[src/common/snap_pkg.sv]
package snap_pkg;

	//////////////////////////////
	// Snapshot layout
	//////////////////////////////

	// Target state is exported as 32-bit words
	localparam int WORD_W = 32;
	localparam int BYTES_PER_WORD = WORD_W / 8;

	// 37 words, 148 bytes on the wire
	localparam int SNAP_WORDS_DEF = 37;

endpackage

[src/common/dbg_pkg.sv]
package dbg_pkg;

	//////////////////////////////
	// Byte and command encodings
	//////////////////////////////

	localparam int BYTE_W = 8;

	// ASCII command characters from the host
	localparam logic [BYTE_W-1:0] CHAR_RUN = 8'h63;
	localparam logic [BYTE_W-1:0] CHAR_STEP = 8'h70;

	typedef enum logic [0:0]
	{
		CMD_RUN,
		CMD_STEP
	} cmd_op_e;

	// Debug controller states
	typedef enum logic [2:0]
	{
		ST_INIT,
		ST_IDLE,
		ST_RUN,
		ST_STEP,
		ST_DUMP
	} ctrl_state_e;

	// True for a byte that maps to an opcode
	function automatic logic is_cmd_char(input logic [BYTE_W-1:0] ch);
		return (ch == CHAR_RUN) || (ch == CHAR_STEP);
	endfunction

	// Only meaningful when is_cmd_char holds
	function automatic cmd_op_e char_to_op(input logic [BYTE_W-1:0] ch);
		cmd_op_e op;
		op = CMD_RUN;
		if (ch == CHAR_STEP)
		begin
			op = CMD_STEP;
		end
		return op;
	endfunction

endpackage
[src/verilog/dbg_top.sv]
`timescale 1ns/100ps

module dbg_top
#(
	parameter int SNAP_WORDS = snap_pkg::SNAP_WORDS_DEF,
	parameter int INIT_CYCLES = 4
)
(
	input logic clk,
	input logic rst_i,

	// Receive FIFO, show-ahead
	input logic [dbg_pkg::BYTE_W-1:0] rx_data_i,
	input logic rx_empty_i,
	output logic rd_o,

	// Transmit FIFO
	output logic [dbg_pkg::BYTE_W-1:0] tx_data_o,
	input logic tx_full_i,
	output logic wr_o,

	// Target processor
	output logic target_init_o,
	output logic target_en_o,
	input logic target_done_i,
	input logic [SNAP_WORDS*snap_pkg::WORD_W-1:0] snapshot_i
);

	logic cmd_valid;
	dbg_pkg::cmd_op_e cmd_op;
	logic cmd_ready;
	logic dump_start;
	logic dump_done;

	//////////////////////////////
	// Command input
	//////////////////////////////

	cmd_decoder u_cmd_decoder
	(
		.clk(clk),
		.rst_i(rst_i),
		.rx_data_i(rx_data_i),
		.rx_empty_i(rx_empty_i),
		.rd_o(rd_o),
		.cmd_valid_o(cmd_valid),
		.cmd_op_o(cmd_op),
		.cmd_ready_i(cmd_ready)
	);

	//////////////////////////////
	// Target sequencing
	//////////////////////////////

	run_ctrl
	#(
		.INIT_CYCLES(INIT_CYCLES)
	)
	u_run_ctrl
	(
		.clk(clk),
		.rst_i(rst_i),
		.cmd_valid_i(cmd_valid),
		.cmd_op_i(cmd_op),
		.cmd_ready_o(cmd_ready),
		.target_init_o(target_init_o),
		.target_en_o(target_en_o),
		.target_done_i(target_done_i),
		.dump_start_o(dump_start),
		.dump_done_i(dump_done)
	);

	//////////////////////////////
	// Snapshot output
	//////////////////////////////

	snap_serializer
	#(
		.SNAP_WORDS(SNAP_WORDS)
	)
	u_snap_serializer
	(
		.clk(clk),
		.rst_i(rst_i),
		.snapshot_i(snapshot_i),
		.dump_start_i(dump_start),
		.dump_done_o(dump_done),
		.tx_data_o(tx_data_o),
		.tx_full_i(tx_full_i),
		.wr_o(wr_o)
	);

endmodule

[src/debug/snap_serializer.sv]
`timescale 1ns/100ps

module snap_serializer
#(
	parameter int SNAP_WORDS = snap_pkg::SNAP_WORDS_DEF
)
(
	input logic clk,
	input logic rst_i,

	input logic [SNAP_WORDS*snap_pkg::WORD_W-1:0] snapshot_i,
	input logic dump_start_i,
	output logic dump_done_o,

	output logic [dbg_pkg::BYTE_W-1:0] tx_data_o,
	input logic tx_full_i,
	output logic wr_o
);

	localparam int WIDX_W = (SNAP_WORDS > 1) ? $clog2(SNAP_WORDS) : 1;
	localparam int BIDX_W = $clog2(snap_pkg::BYTES_PER_WORD);

	logic [snap_pkg::WORD_W-1:0] snap_q [SNAP_WORDS];
	logic [snap_pkg::WORD_W-1:0] cur_word;

	logic busy_q;
	logic done_q;
	logic [WIDX_W-1:0] word_idx_q;
	logic [BIDX_W-1:0] byte_idx_q;
	logic last_in_word;
	logic last_byte;

	//////////////////////////////
	// Snapshot latch
	//////////////////////////////

	// Target may move on after capture
	always_ff @(posedge clk)
	begin
		if (dump_start_i)
		begin
			for (int w = 0; w < SNAP_WORDS; w++)
			begin
				snap_q[w] <= snapshot_i[w*snap_pkg::WORD_W +: snap_pkg::WORD_W];
			end
		end
	end

	//////////////////////////////
	// Byte sequencing
	//////////////////////////////

	assign last_in_word = (byte_idx_q == BIDX_W'(snap_pkg::BYTES_PER_WORD - 1));
	assign last_byte = last_in_word && (word_idx_q == WIDX_W'(SNAP_WORDS - 1));

	// Word 0 first, low byte first
	assign cur_word = snap_q[word_idx_q];
	assign tx_data_o = cur_word[byte_idx_q*dbg_pkg::BYTE_W +: dbg_pkg::BYTE_W];

	assign wr_o = busy_q && !tx_full_i;

	always_ff @(posedge clk)
	begin
		if (rst_i)
		begin
			busy_q <= 1'b0;
			done_q <= 1'b0;
			word_idx_q <= '0;
			byte_idx_q <= '0;
		end
		else
		begin
			done_q <= wr_o && last_byte;
			if (dump_start_i)
			begin
				busy_q <= 1'b1;
				word_idx_q <= '0;
				byte_idx_q <= '0;
			end
			else if (wr_o)
			begin
				if (last_byte)
				begin
					busy_q <= 1'b0;
				end
				if (last_in_word)
				begin
					byte_idx_q <= '0;
					word_idx_q <= word_idx_q + 1'b1;
				end
				else
				begin
					byte_idx_q <= byte_idx_q + 1'b1;
				end
			end
		end
	end

	assign dump_done_o = done_q;

endmodule

[src/debug/run_ctrl.sv]
`timescale 1ns/100ps

module run_ctrl
#(
	parameter int INIT_CYCLES = 4
)
(
	input logic clk,
	input logic rst_i,

	input logic cmd_valid_i,
	input dbg_pkg::cmd_op_e cmd_op_i,
	output logic cmd_ready_o,

	output logic target_init_o,
	output logic target_en_o,
	input logic target_done_i,

	output logic dump_start_o,
	input logic dump_done_i
);

	localparam int CNT_W = $clog2(INIT_CYCLES + 1);

	dbg_pkg::ctrl_state_e state_q;
	dbg_pkg::ctrl_state_e state_d;

	logic [CNT_W-1:0] init_cnt_q;
	logic init_q;
	logic init_d;
	logic en_q;
	logic en_d;
	logic capture;

	//////////////////////////////
	// Next state
	//////////////////////////////

	always_comb
	begin
		state_d = state_q;
		init_d = 1'b0;
		en_d = 1'b0;
		capture = 1'b0;

		case (state_q)
			dbg_pkg::ST_INIT:
			begin
				if (init_cnt_q == CNT_W'(INIT_CYCLES))
				begin
					state_d = dbg_pkg::ST_IDLE;
				end
				else
				begin
					init_d = 1'b1;
				end
			end
			dbg_pkg::ST_IDLE:
			begin
				if (cmd_valid_i)
				begin
					en_d = 1'b1;
					if (cmd_op_i == dbg_pkg::CMD_STEP)
					begin
						state_d = dbg_pkg::ST_STEP;
					end
					else
					begin
						state_d = dbg_pkg::ST_RUN;
					end
				end
			end
			dbg_pkg::ST_RUN:
			begin
				// Done cycle is the last enabled cycle and the capture point
				if (target_done_i)
				begin
					capture = 1'b1;
					state_d = dbg_pkg::ST_DUMP;
				end
				else
				begin
					en_d = 1'b1;
				end
			end
			dbg_pkg::ST_STEP:
			begin
				// First cycle enabled, second one captures
				if (!en_q)
				begin
					capture = 1'b1;
					state_d = dbg_pkg::ST_DUMP;
				end
			end
			dbg_pkg::ST_DUMP:
			begin
				if (dump_done_i)
				begin
					state_d = dbg_pkg::ST_IDLE;
				end
			end
			default:
			begin
				state_d = dbg_pkg::ST_INIT;
			end
		endcase
	end

	//////////////////////////////
	// State and target controls
	//////////////////////////////

	always_ff @(posedge clk)
	begin
		if (rst_i)
		begin
			state_q <= dbg_pkg::ST_INIT;
			init_cnt_q <= '0;
			init_q <= 1'b0;
			en_q <= 1'b0;
		end
		else
		begin
			state_q <= state_d;
			init_q <= init_d;
			en_q <= en_d;
			if (init_d)
			begin
				init_cnt_q <= init_cnt_q + 1'b1;
			end
		end
	end

	assign cmd_ready_o = (state_q == dbg_pkg::ST_IDLE);
	assign target_init_o = init_q;
	assign target_en_o = en_q;
	assign dump_start_o = capture;

endmodule

[src/debug/cmd_decoder.sv]
`timescale 1ns/100ps

module cmd_decoder
(
	input logic clk,
	input logic rst_i,

	input logic [dbg_pkg::BYTE_W-1:0] rx_data_i,
	input logic rx_empty_i,
	output logic rd_o,

	output logic cmd_valid_o,
	output dbg_pkg::cmd_op_e cmd_op_o,
	input logic cmd_ready_i
);

	logic cmd_valid_q;
	dbg_pkg::cmd_op_e cmd_op_q;
	logic known_char;
	logic cmd_taken;

	// Pop only into an empty command slot
	assign rd_o = !cmd_valid_q && !rx_empty_i;

	assign known_char = dbg_pkg::is_cmd_char(rx_data_i);
	assign cmd_taken = cmd_valid_q && cmd_ready_i;

	//////////////////////////////
	// Command slot
	//////////////////////////////

	always_ff @(posedge clk)
	begin
		if (rst_i)
		begin
			cmd_valid_q <= 1'b0;
		end
		else if (rd_o)
		begin
			// Unknown bytes leave the slot empty
			cmd_valid_q <= known_char;
		end
		else if (cmd_taken)
		begin
			cmd_valid_q <= 1'b0;
		end
	end

	always_ff @(posedge clk)
	begin
		if (rd_o && known_char)
		begin
			cmd_op_q <= dbg_pkg::char_to_op(rx_data_i);
		end
	end

	assign cmd_valid_o = cmd_valid_q;
	assign cmd_op_o = cmd_op_q;

endmodule

[config.mk]
export PLATFORM = sky130hd
export DESIGN_NAME = dbg_top
export DESIGN_NICKNAME = d
export VERILOG_FILES = /design/src/common/snap_pkg.sv /design/src/common/dbg_pkg.sv /design/src/verilog/dbg_top.sv /design/src/debug/snap_serializer.sv /design/src/debug/run_ctrl.sv /design/src/debug/cmd_decoder.sv
export SDC_FILE = /design/constraint.sdc
export NUM_CORES = 1
export LEC_CHECK = 0
export BUFFER_PORTS_ARGS = -buffer_cell sky130_fd_sc_hd__buf_2
export CAP_MARGIN = 20
export CORE_AREA = 3 3 476 478
export CTS_CLUSTER_SIZE = 16
export DETAILED_ROUTE_END_ITERATION = 8
export DIE_AREA = 0 0 479 481
export PLACE_DENSITY_LB_ADDON = 0.3
export SLEW_MARGIN = 25
export SYNTH_ARGS = -nofsm -noshare
export SYNTH_HDL_FRONTEND = slang
export SYNTH_HIERARCHICAL = 1
export SYNTH_SLANG_ARGS = --single-unit
[constraint.sdc]
create_clock -name clk -period 220 [get_ports clk]
set_input_delay 11 -clock clk [delete_from_list [all_inputs] [get_ports clk]]
set_output_delay 11 -clock clk [all_outputs]
set_load 0.05 [all_outputs]
Word level (Yosys, flattened, before mapping)
Memories as Yosys holds them, arrays and structs flattened. A register that Yosys moved wholly into a read port is not among the register bits.
Index checks and enable logic that the tools add are counted.
Cells by class
  add/subtract/negate cells: 3
  eq/ne operators: 14
  shifts and indexed selects: 1
  muxes and demuxes: 26
  reductions and logical operators: 18
Operators with widths (count)
  32-bit by 6-bit variable part select with 8-bit output: 1
  8-bit by 7-bit equality test with 1-bit output (second input constant): 2
  1-bit 2-to-1 mux: 15
  3-bit 2-to-1 mux: 5
  3-bit one-hot mux with 5 select lines: 1
  6-bit 2-to-1 mux: 2
  6-bit by 1-bit adder with 6-bit output (second input constant): 1
  3-bit by 2-bit equality test with 1-bit output (second input constant): 2
  3-bit equality test (second input constant): 2
  6-bit equality test (second input constant): 1
  1-bit logical AND: 6
  2-bit inequality test (second input constant): 3
  2-bit nonzero test: 3
  5-bit AND reduction: 1
  2-bit by 1-bit inequality test with 1-bit output (second input constant): 2
  1-bit one-hot mux with 2 select lines: 2
  2-bit AND reduction: 2
  3-bit by 1-bit adder with 3-bit output (second input constant): 1
  3-bit by 1-bit equality test with 1-bit output (second input constant): 1
  1-bit zero test: 3
  3-bit zero test: 1
  2-bit by 1-bit adder with 2-bit output (second input constant): 1
  2-bit equality test (second input constant): 1
  2-bit 2-to-1 mux: 1
  other kinds (2): 2
Word-level totals
  bits in registers: 20
  memory bits (writable): 1184
  bits of input ports: 1197
  memories kept: 1
Memories
  u_snap_serializer.snap_q: depth 37, bits a word 32, read ports 1, clocked after memory_dff 1, write ports 37, RTL line snap_serializer.sv:23  | logic [snap_pkg::WORD_W-1:0] snap_q [SNAP_WORDS];

Longest topological paths before layout
  depth in word-level cells: 5
  depth in mapped cells: 11
  mapped depth without buffers: 6

Cells and area by module
Netlist, hierarchy kept.
By module, submodules not included
  snap_serializer: times used 1, cells an instance 2092, area an instance 45900.3 um^2
  run_ctrl: times used 1, cells an instance 45, area an instance 421.7 um^2
  cmd_decoder: times used 1, cells an instance 15, area an instance 140.1 um^2

Worst setup path before layout
Ideal clock, no wire load.
  path kind: input to register
  start point: input port target_done_i
  end point: register u_run_ctrl.state_q[2]
  library setup time: 0.230 ns
  arrival: 79.389 ns
  data required time: 219.770 ns
  path slack: 140.380 ns
  stages: 3
  buffers on the path: 0
  cells stage by stage: nor2_1 > nor4_2 > o21ba_2
Between the ends
  longest elaborated chain between the ends: 2
Ends and longest elaborated chain
  from (decl): RTL line dbg_top.sv:25  | input logic target_done_i,
  2-bit inequality test (no source line)
  5-bit AND reduction (no source line)
  to (signal assigned): RTL line run_ctrl.sv:117  | state_q <= dbg_pkg::ST_INIT;
  to (signal assigned): RTL line run_ctrl.sv:124  | state_q <= state_d;
  to (decl): RTL line run_ctrl.sv:25  | dbg_pkg::ctrl_state_e state_q;
Every way passes these cells.
A chain may end at the register's enable or synchronous reset.

Worst setup path after layout
  start point: input port tx_full_i
  end point: output port wr_o
Between the ends
  longest elaborated chain between the ends: 2
Ends and longest elaborated chain
  from (decl): RTL line dbg_top.sv:19  | input logic tx_full_i,
  1-bit zero test: RTL line snap_serializer.sv:60  | assign wr_o = busy_q && !tx_full_i;
  1-bit logical AND: RTL line snap_serializer.sv:60
  to (decl): RTL line dbg_top.sv:20  | output logic wr_o,
Every way passes these cells.

==> run_summary.xml <==
<?xml version="1.0" encoding="UTF-8"?>
<metrics>
  <group name="setup_path">
    <metric name="timing.critical_path.buf_inv" unit="">2</metric>
    <metric name="worst_path_cell_chain" unit="">buf_2 -&gt; nor2b_1 -&gt; buf_2</metric>
    <metric name="critical_path_s_largest_stage_delay" unit="ns">0.46</metric>
    <metric name="critPathTopFamily" unit="">buffers and inverters</metric>
    <metric name="cp-start-kind" unit="">primary input</metric>
    <metric name="timing.critical_path.slowest_stage_cell" unit="">nor2b_1</metric>
    <metric name="worst_path_most_repeated_cell" unit="">buf_2</metric>
    <metric name="req_time_crit_path" unit="ns">209.00</metric>
    <metric name="setup_crit_end_kind" unit="">primary output</metric>
    <metric name="critPathKind" unit="">in -&gt; out</metric>
    <metric name="timing.critical_path.arrival" unit="ns">11.93</metric>
    <metric name="cp_max_fo" unit="">8</metric>
  </group>
  <group name="pwr">
    <metric name="clockPowerShare" unit="%">46.5</metric>
    <metric name="switching_share" unit="%">21.1</metric>
    <metric name="pd_cells" unit="mW/mm^2">8.22</metric>
    <metric name="power.ir.vdd_worst" unit="V">0.00000637</metric>
    <metric name="power_frac_seq" unit="%">50.8</metric>
    <metric name="internal_power" unit="uW">394</metric>
    <metric name="power.share.combinational" unit="%">2.7</metric>
    <metric name="power.switching" unit="uW">106</metric>
    <metric name="power.leakage" unit="uW">0.0205</metric>
  </group>
  <group name="min_path">
    <metric name="kind_of_path_behind_the_tightest_hold_check" unit="">reg -&gt; reg</metric>
  </group>
  <group name="synth">
    <metric name="syn_avg_cell_area" unit="sq um">21.6</metric>
    <metric name="post-synth-top-count-cell" unit="">edfxtp_1</metric>
    <metric name="synth-seq-cells" unit="">1210</metric>
    <metric name="netlist-cell-type-count" unit="">69</metric>
    <metric name="synth_common_cells" unit="">1,185 x edfxtp_1, 234 x mux4_2, 120 x mux2i_1, 65 x o22ai_1, 55 x nand2_1</metric>
    <metric name="synth_top_flop_cell" unit="">edfxtp_1</metric>
    <metric name="yosysSeqAreaShare" unit="%">77.7</metric>
    <metric name="synth_warnings" unit="">6</metric>
    <metric name="synth_nets" unit="">3354</metric>
    <metric name="synth.area.top_cells" unit="">edfxtp_1 77%, mux4_2 11%, mux2i_1 2.6%</metric>
    <metric name="postSynthCellCount" unit="">2152</metric>
    <metric name="synth_edf_count" unit="">1185</metric>
    <metric name="synthArstFlopShare" unit="%">0</metric>
    <metric name="synth.largest_area_cell" unit="">edfxtp_1</metric>
    <metric name="synth_top_area_share" unit="%">76.6</metric>
    <metric name="syn-cell-area" unit="sq mm">0.0465</metric>
  </group>
  <group name="placed_design">
    <metric name="placement.io_buffers" unit="">1208</metric>
    <metric name="gp_congestion" unit="">0.857</metric>
    <metric name="dp_hpwl" unit="um">160000</metric>
  </group>
  <group name="die">
    <metric name="floorplan.die_area" unit="sq mm">0.230</metric>
    <metric name="core_area" unit="sq mm">0.222</metric>
    <metric name="row_count" unit="">173</metric>
    <metric name="die_height" unit="um">481</metric>
    <metric name="fp.dieW" unit="um">479</metric>
    <metric name="start_util" unit="%">20.9</metric>
    <metric name="io_pins" unit="">1209</metric>
  </group>
  <group name="clocking">
    <metric name="clkSlewWorstSetupHoldPaths" unit="ns">0.05</metric>
    <metric name="numClockSinks" unit="">1210</metric>
    <metric name="post-cts-setup-buffers" unit="">0</metric>
    <metric name="cts_inserted_buffers" unit="">143</metric>
    <metric name="cts_root_buf" unit="">clkbuf_16</metric>
    <metric name="htreeDepth" unit="">4</metric>
    <metric name="hold_buffers" unit="">0</metric>
    <metric name="cts-resized-gates" unit="">0</metric>
    <metric name="max-clock-path-buffers" unit="">3</metric>
    <metric name="tritoncts" unit="">built</metric>
    <metric name="worstSkewPairLatency" unit="ns">0.78</metric>
  </group>
  <group name="run_status">
    <metric name="run_status" unit="">finished, final reports clean</metric>
  </group>
  <group name="sta">
    <metric name="maximum_achievable_frequency" unit="MHz">43.6</metric>
    <metric name="grt_setup_unrepaired" unit="">no</metric>
    <metric name="clock_skew" unit="ns">0.0365</metric>
    <metric name="setup_total_negative_slack" unit="ns">0</metric>
    <metric name="finalHoldWorstSlack" unit="ns">0.509</metric>
    <metric name="worst_pin_slew" unit="ns">1.17</metric>
    <metric name="finalHoldViolations" unit="">0</metric>
    <metric name="setup_viol" unit="">0</metric>
    <metric name="slew-limit-headroom" unit="%">19.6</metric>
    <metric name="final_max_slew_viol_count" unit="">0</metric>
    <metric name="timing.final.crit_share" unit="%">10.4</metric>
    <metric name="final.min_clock_period" unit="ns">22.93</metric>
  </group>
  <group name="layout">
    <metric name="drive_above_1_share" unit="%">49.1</metric>
    <metric name="areaGrowthSynthToFinish" unit="%">30.9</metric>
    <metric name="fin_nets" unit="">4651</metric>
    <metric name="nFillCells" unit="">22647</metric>
  </group>
  <group name="routing">
    <metric name="drt-initial-drc-count" unit="">2332</metric>
    <metric name="via_per_inst" unit="">4.25</metric>
    <metric name="route.final.wire_length" unit="um">202000</metric>
    <metric name="antenna_left" unit="">0</metric>
    <metric name="drt_drc_violations_left" unit="">0</metric>
    <metric name="routed_wire_length_per_instance" unit="um">30.7</metric>
    <metric name="drtPass1Iterations" unit="">5</metric>
    <metric name="via_count" unit="">28030</metric>
  </group>
  <group name="grt">
    <metric name="grt_first_pass_wirelength" unit="um">261000</metric>
    <metric name="grt_max_degree" unit="">173</metric>
    <metric name="antenna_found_initial" unit="">165</metric>
    <metric name="grt_overflow" unit="">0</metric>
    <metric name="all_layer_gr_usage" unit="%">17.0</metric>
    <metric name="first_global_vias" unit="">29071</metric>
  </group>
  <group name="flow_run">
    <metric name="max_cap_viols" unit="">0</metric>
  </group>
</metrics>
-- through the flow --
step	power (uW)	cell area [sq um]	worst slack, ns	util [%]	cells
2_1_floorplan	261	46500	140.38	-	2152
3_3_place_gp	272	56000	197.05	25.2	6277
3_5_place_dp	272	56100	197.04	25.2	6278
4_1_cts	507	60600	197.04	27.3	6540
5_1_grt	517	60700	197.01	27.3	6554
6_report	500	60800	197.07	27.4	6594
-- flip-flops by register name, summed over array words and instances, names as in the netlist, named ones only --
name and cells:
u_run_ctrl/init_cnt_q 3, u_snap_serializer/dump_done_o 1, u_run_ctrl/target_init_o 1, u_snap_serializer/word_idx_q 6
u_cmd_decoder/cmd_valid_o 1, u_snap_serializer/byte_idx_q 2, u_snap_serializer/snap_q 1184, u_run_ctrl/target_en_o 1
u_snap_serializer/busy_q 1, u_cmd_decoder/cmd_op_o 1, u_run_ctrl/state_q 3
-- power groups by stage --
stage	registers [uW]	logic, uW	clock network [uW]
floorplan	259	1.71	0
global placement	259	13.4	0
detailed placement	259	13.8	0
CTS	254	13.9	239
global route	254	15.1	248
finish	254	13.6	232
-- routing by layer --
layer / wire length [um] / up-vias / global-route usage, %
met4: 4440 / 108 / 3.91
li1: - / 11832 / -
met5: 698 / - / 0
met2: 97600 / 1388 / 28.4
met3: 20100 / 351 / 6.14
met1: 79500 / 14351 / 20.9
-- final timing paths --
path,end,startpoint,slack [ns],cells after the start
max,wr_o,tx_full_i,197.07,3
min,flop,u_snap_serializer/word_idx_q[1],0.51,2
max reg2reg,u_snap_serializer/snap_q[25][10],u_run_ctrl/state_q[1],213.68,8
min reg2reg,flop,u_snap_serializer/word_idx_q[1],0.51,2
-- worst min-delay path: cells and delay by family, from the launching register on --
kind	cells	cell delay [ns]
AO/OA/AOI/OAI	1	0.07
flip-flops	1	0.33
AND/OR/NAND/NOR	1	0.06
-- layout by cell type, fill, tap and decap left out, types with 14 or more instances in the layout --
cell type	netlist	final
buf_2	32	1208
edfxtp_1	1185	1185
mux4_2	234	234
clkbuf_16	0	145
mux2i_1	120	118
o22ai_1	65	65
buf_4	30	61
nand2_1	55	55
diode_2	0	53
clkinv_1	1	37
clkbuf_1	34	35
nor2_1	34	32
a211oi_1	30	28
a21oi_1	27	27
a221oi_1	25	24
o21ai_0	21	19
dfxtp_1	25	18
nand3_1	15	15
clkinv_2	0	14
o221ai_1	14	14
a22oi_1	14	14
-- area by class of cell --
cell class	count	area, sq um	share of cell area [%]
multi-input cells	812	9660	15.9
flip-flops and latches	1210	36100	59.4
well taps	2975	3720	6.12
inverters	9	33.8	0.0556
repair buffers	1273	6590	10.8
clock inverters	81	786	1.29
diodes	53	133	0.218
clock buffers	181	3770	6.21
-- cell families after synthesis --
logic type	Yosys count	synth area share, %
AND/OR/NAND/NOR	175	2.01
flip-flops	1210	77.7
XOR/XNOR	6	0.113
multiplexers	367	14.2
adder cells (fa/ha/maj)	5	0.135
buffers and inverters	130	1.76
AO/OA/AOI/OAI	259	4.08
Power figures use the tool's default switching activity.
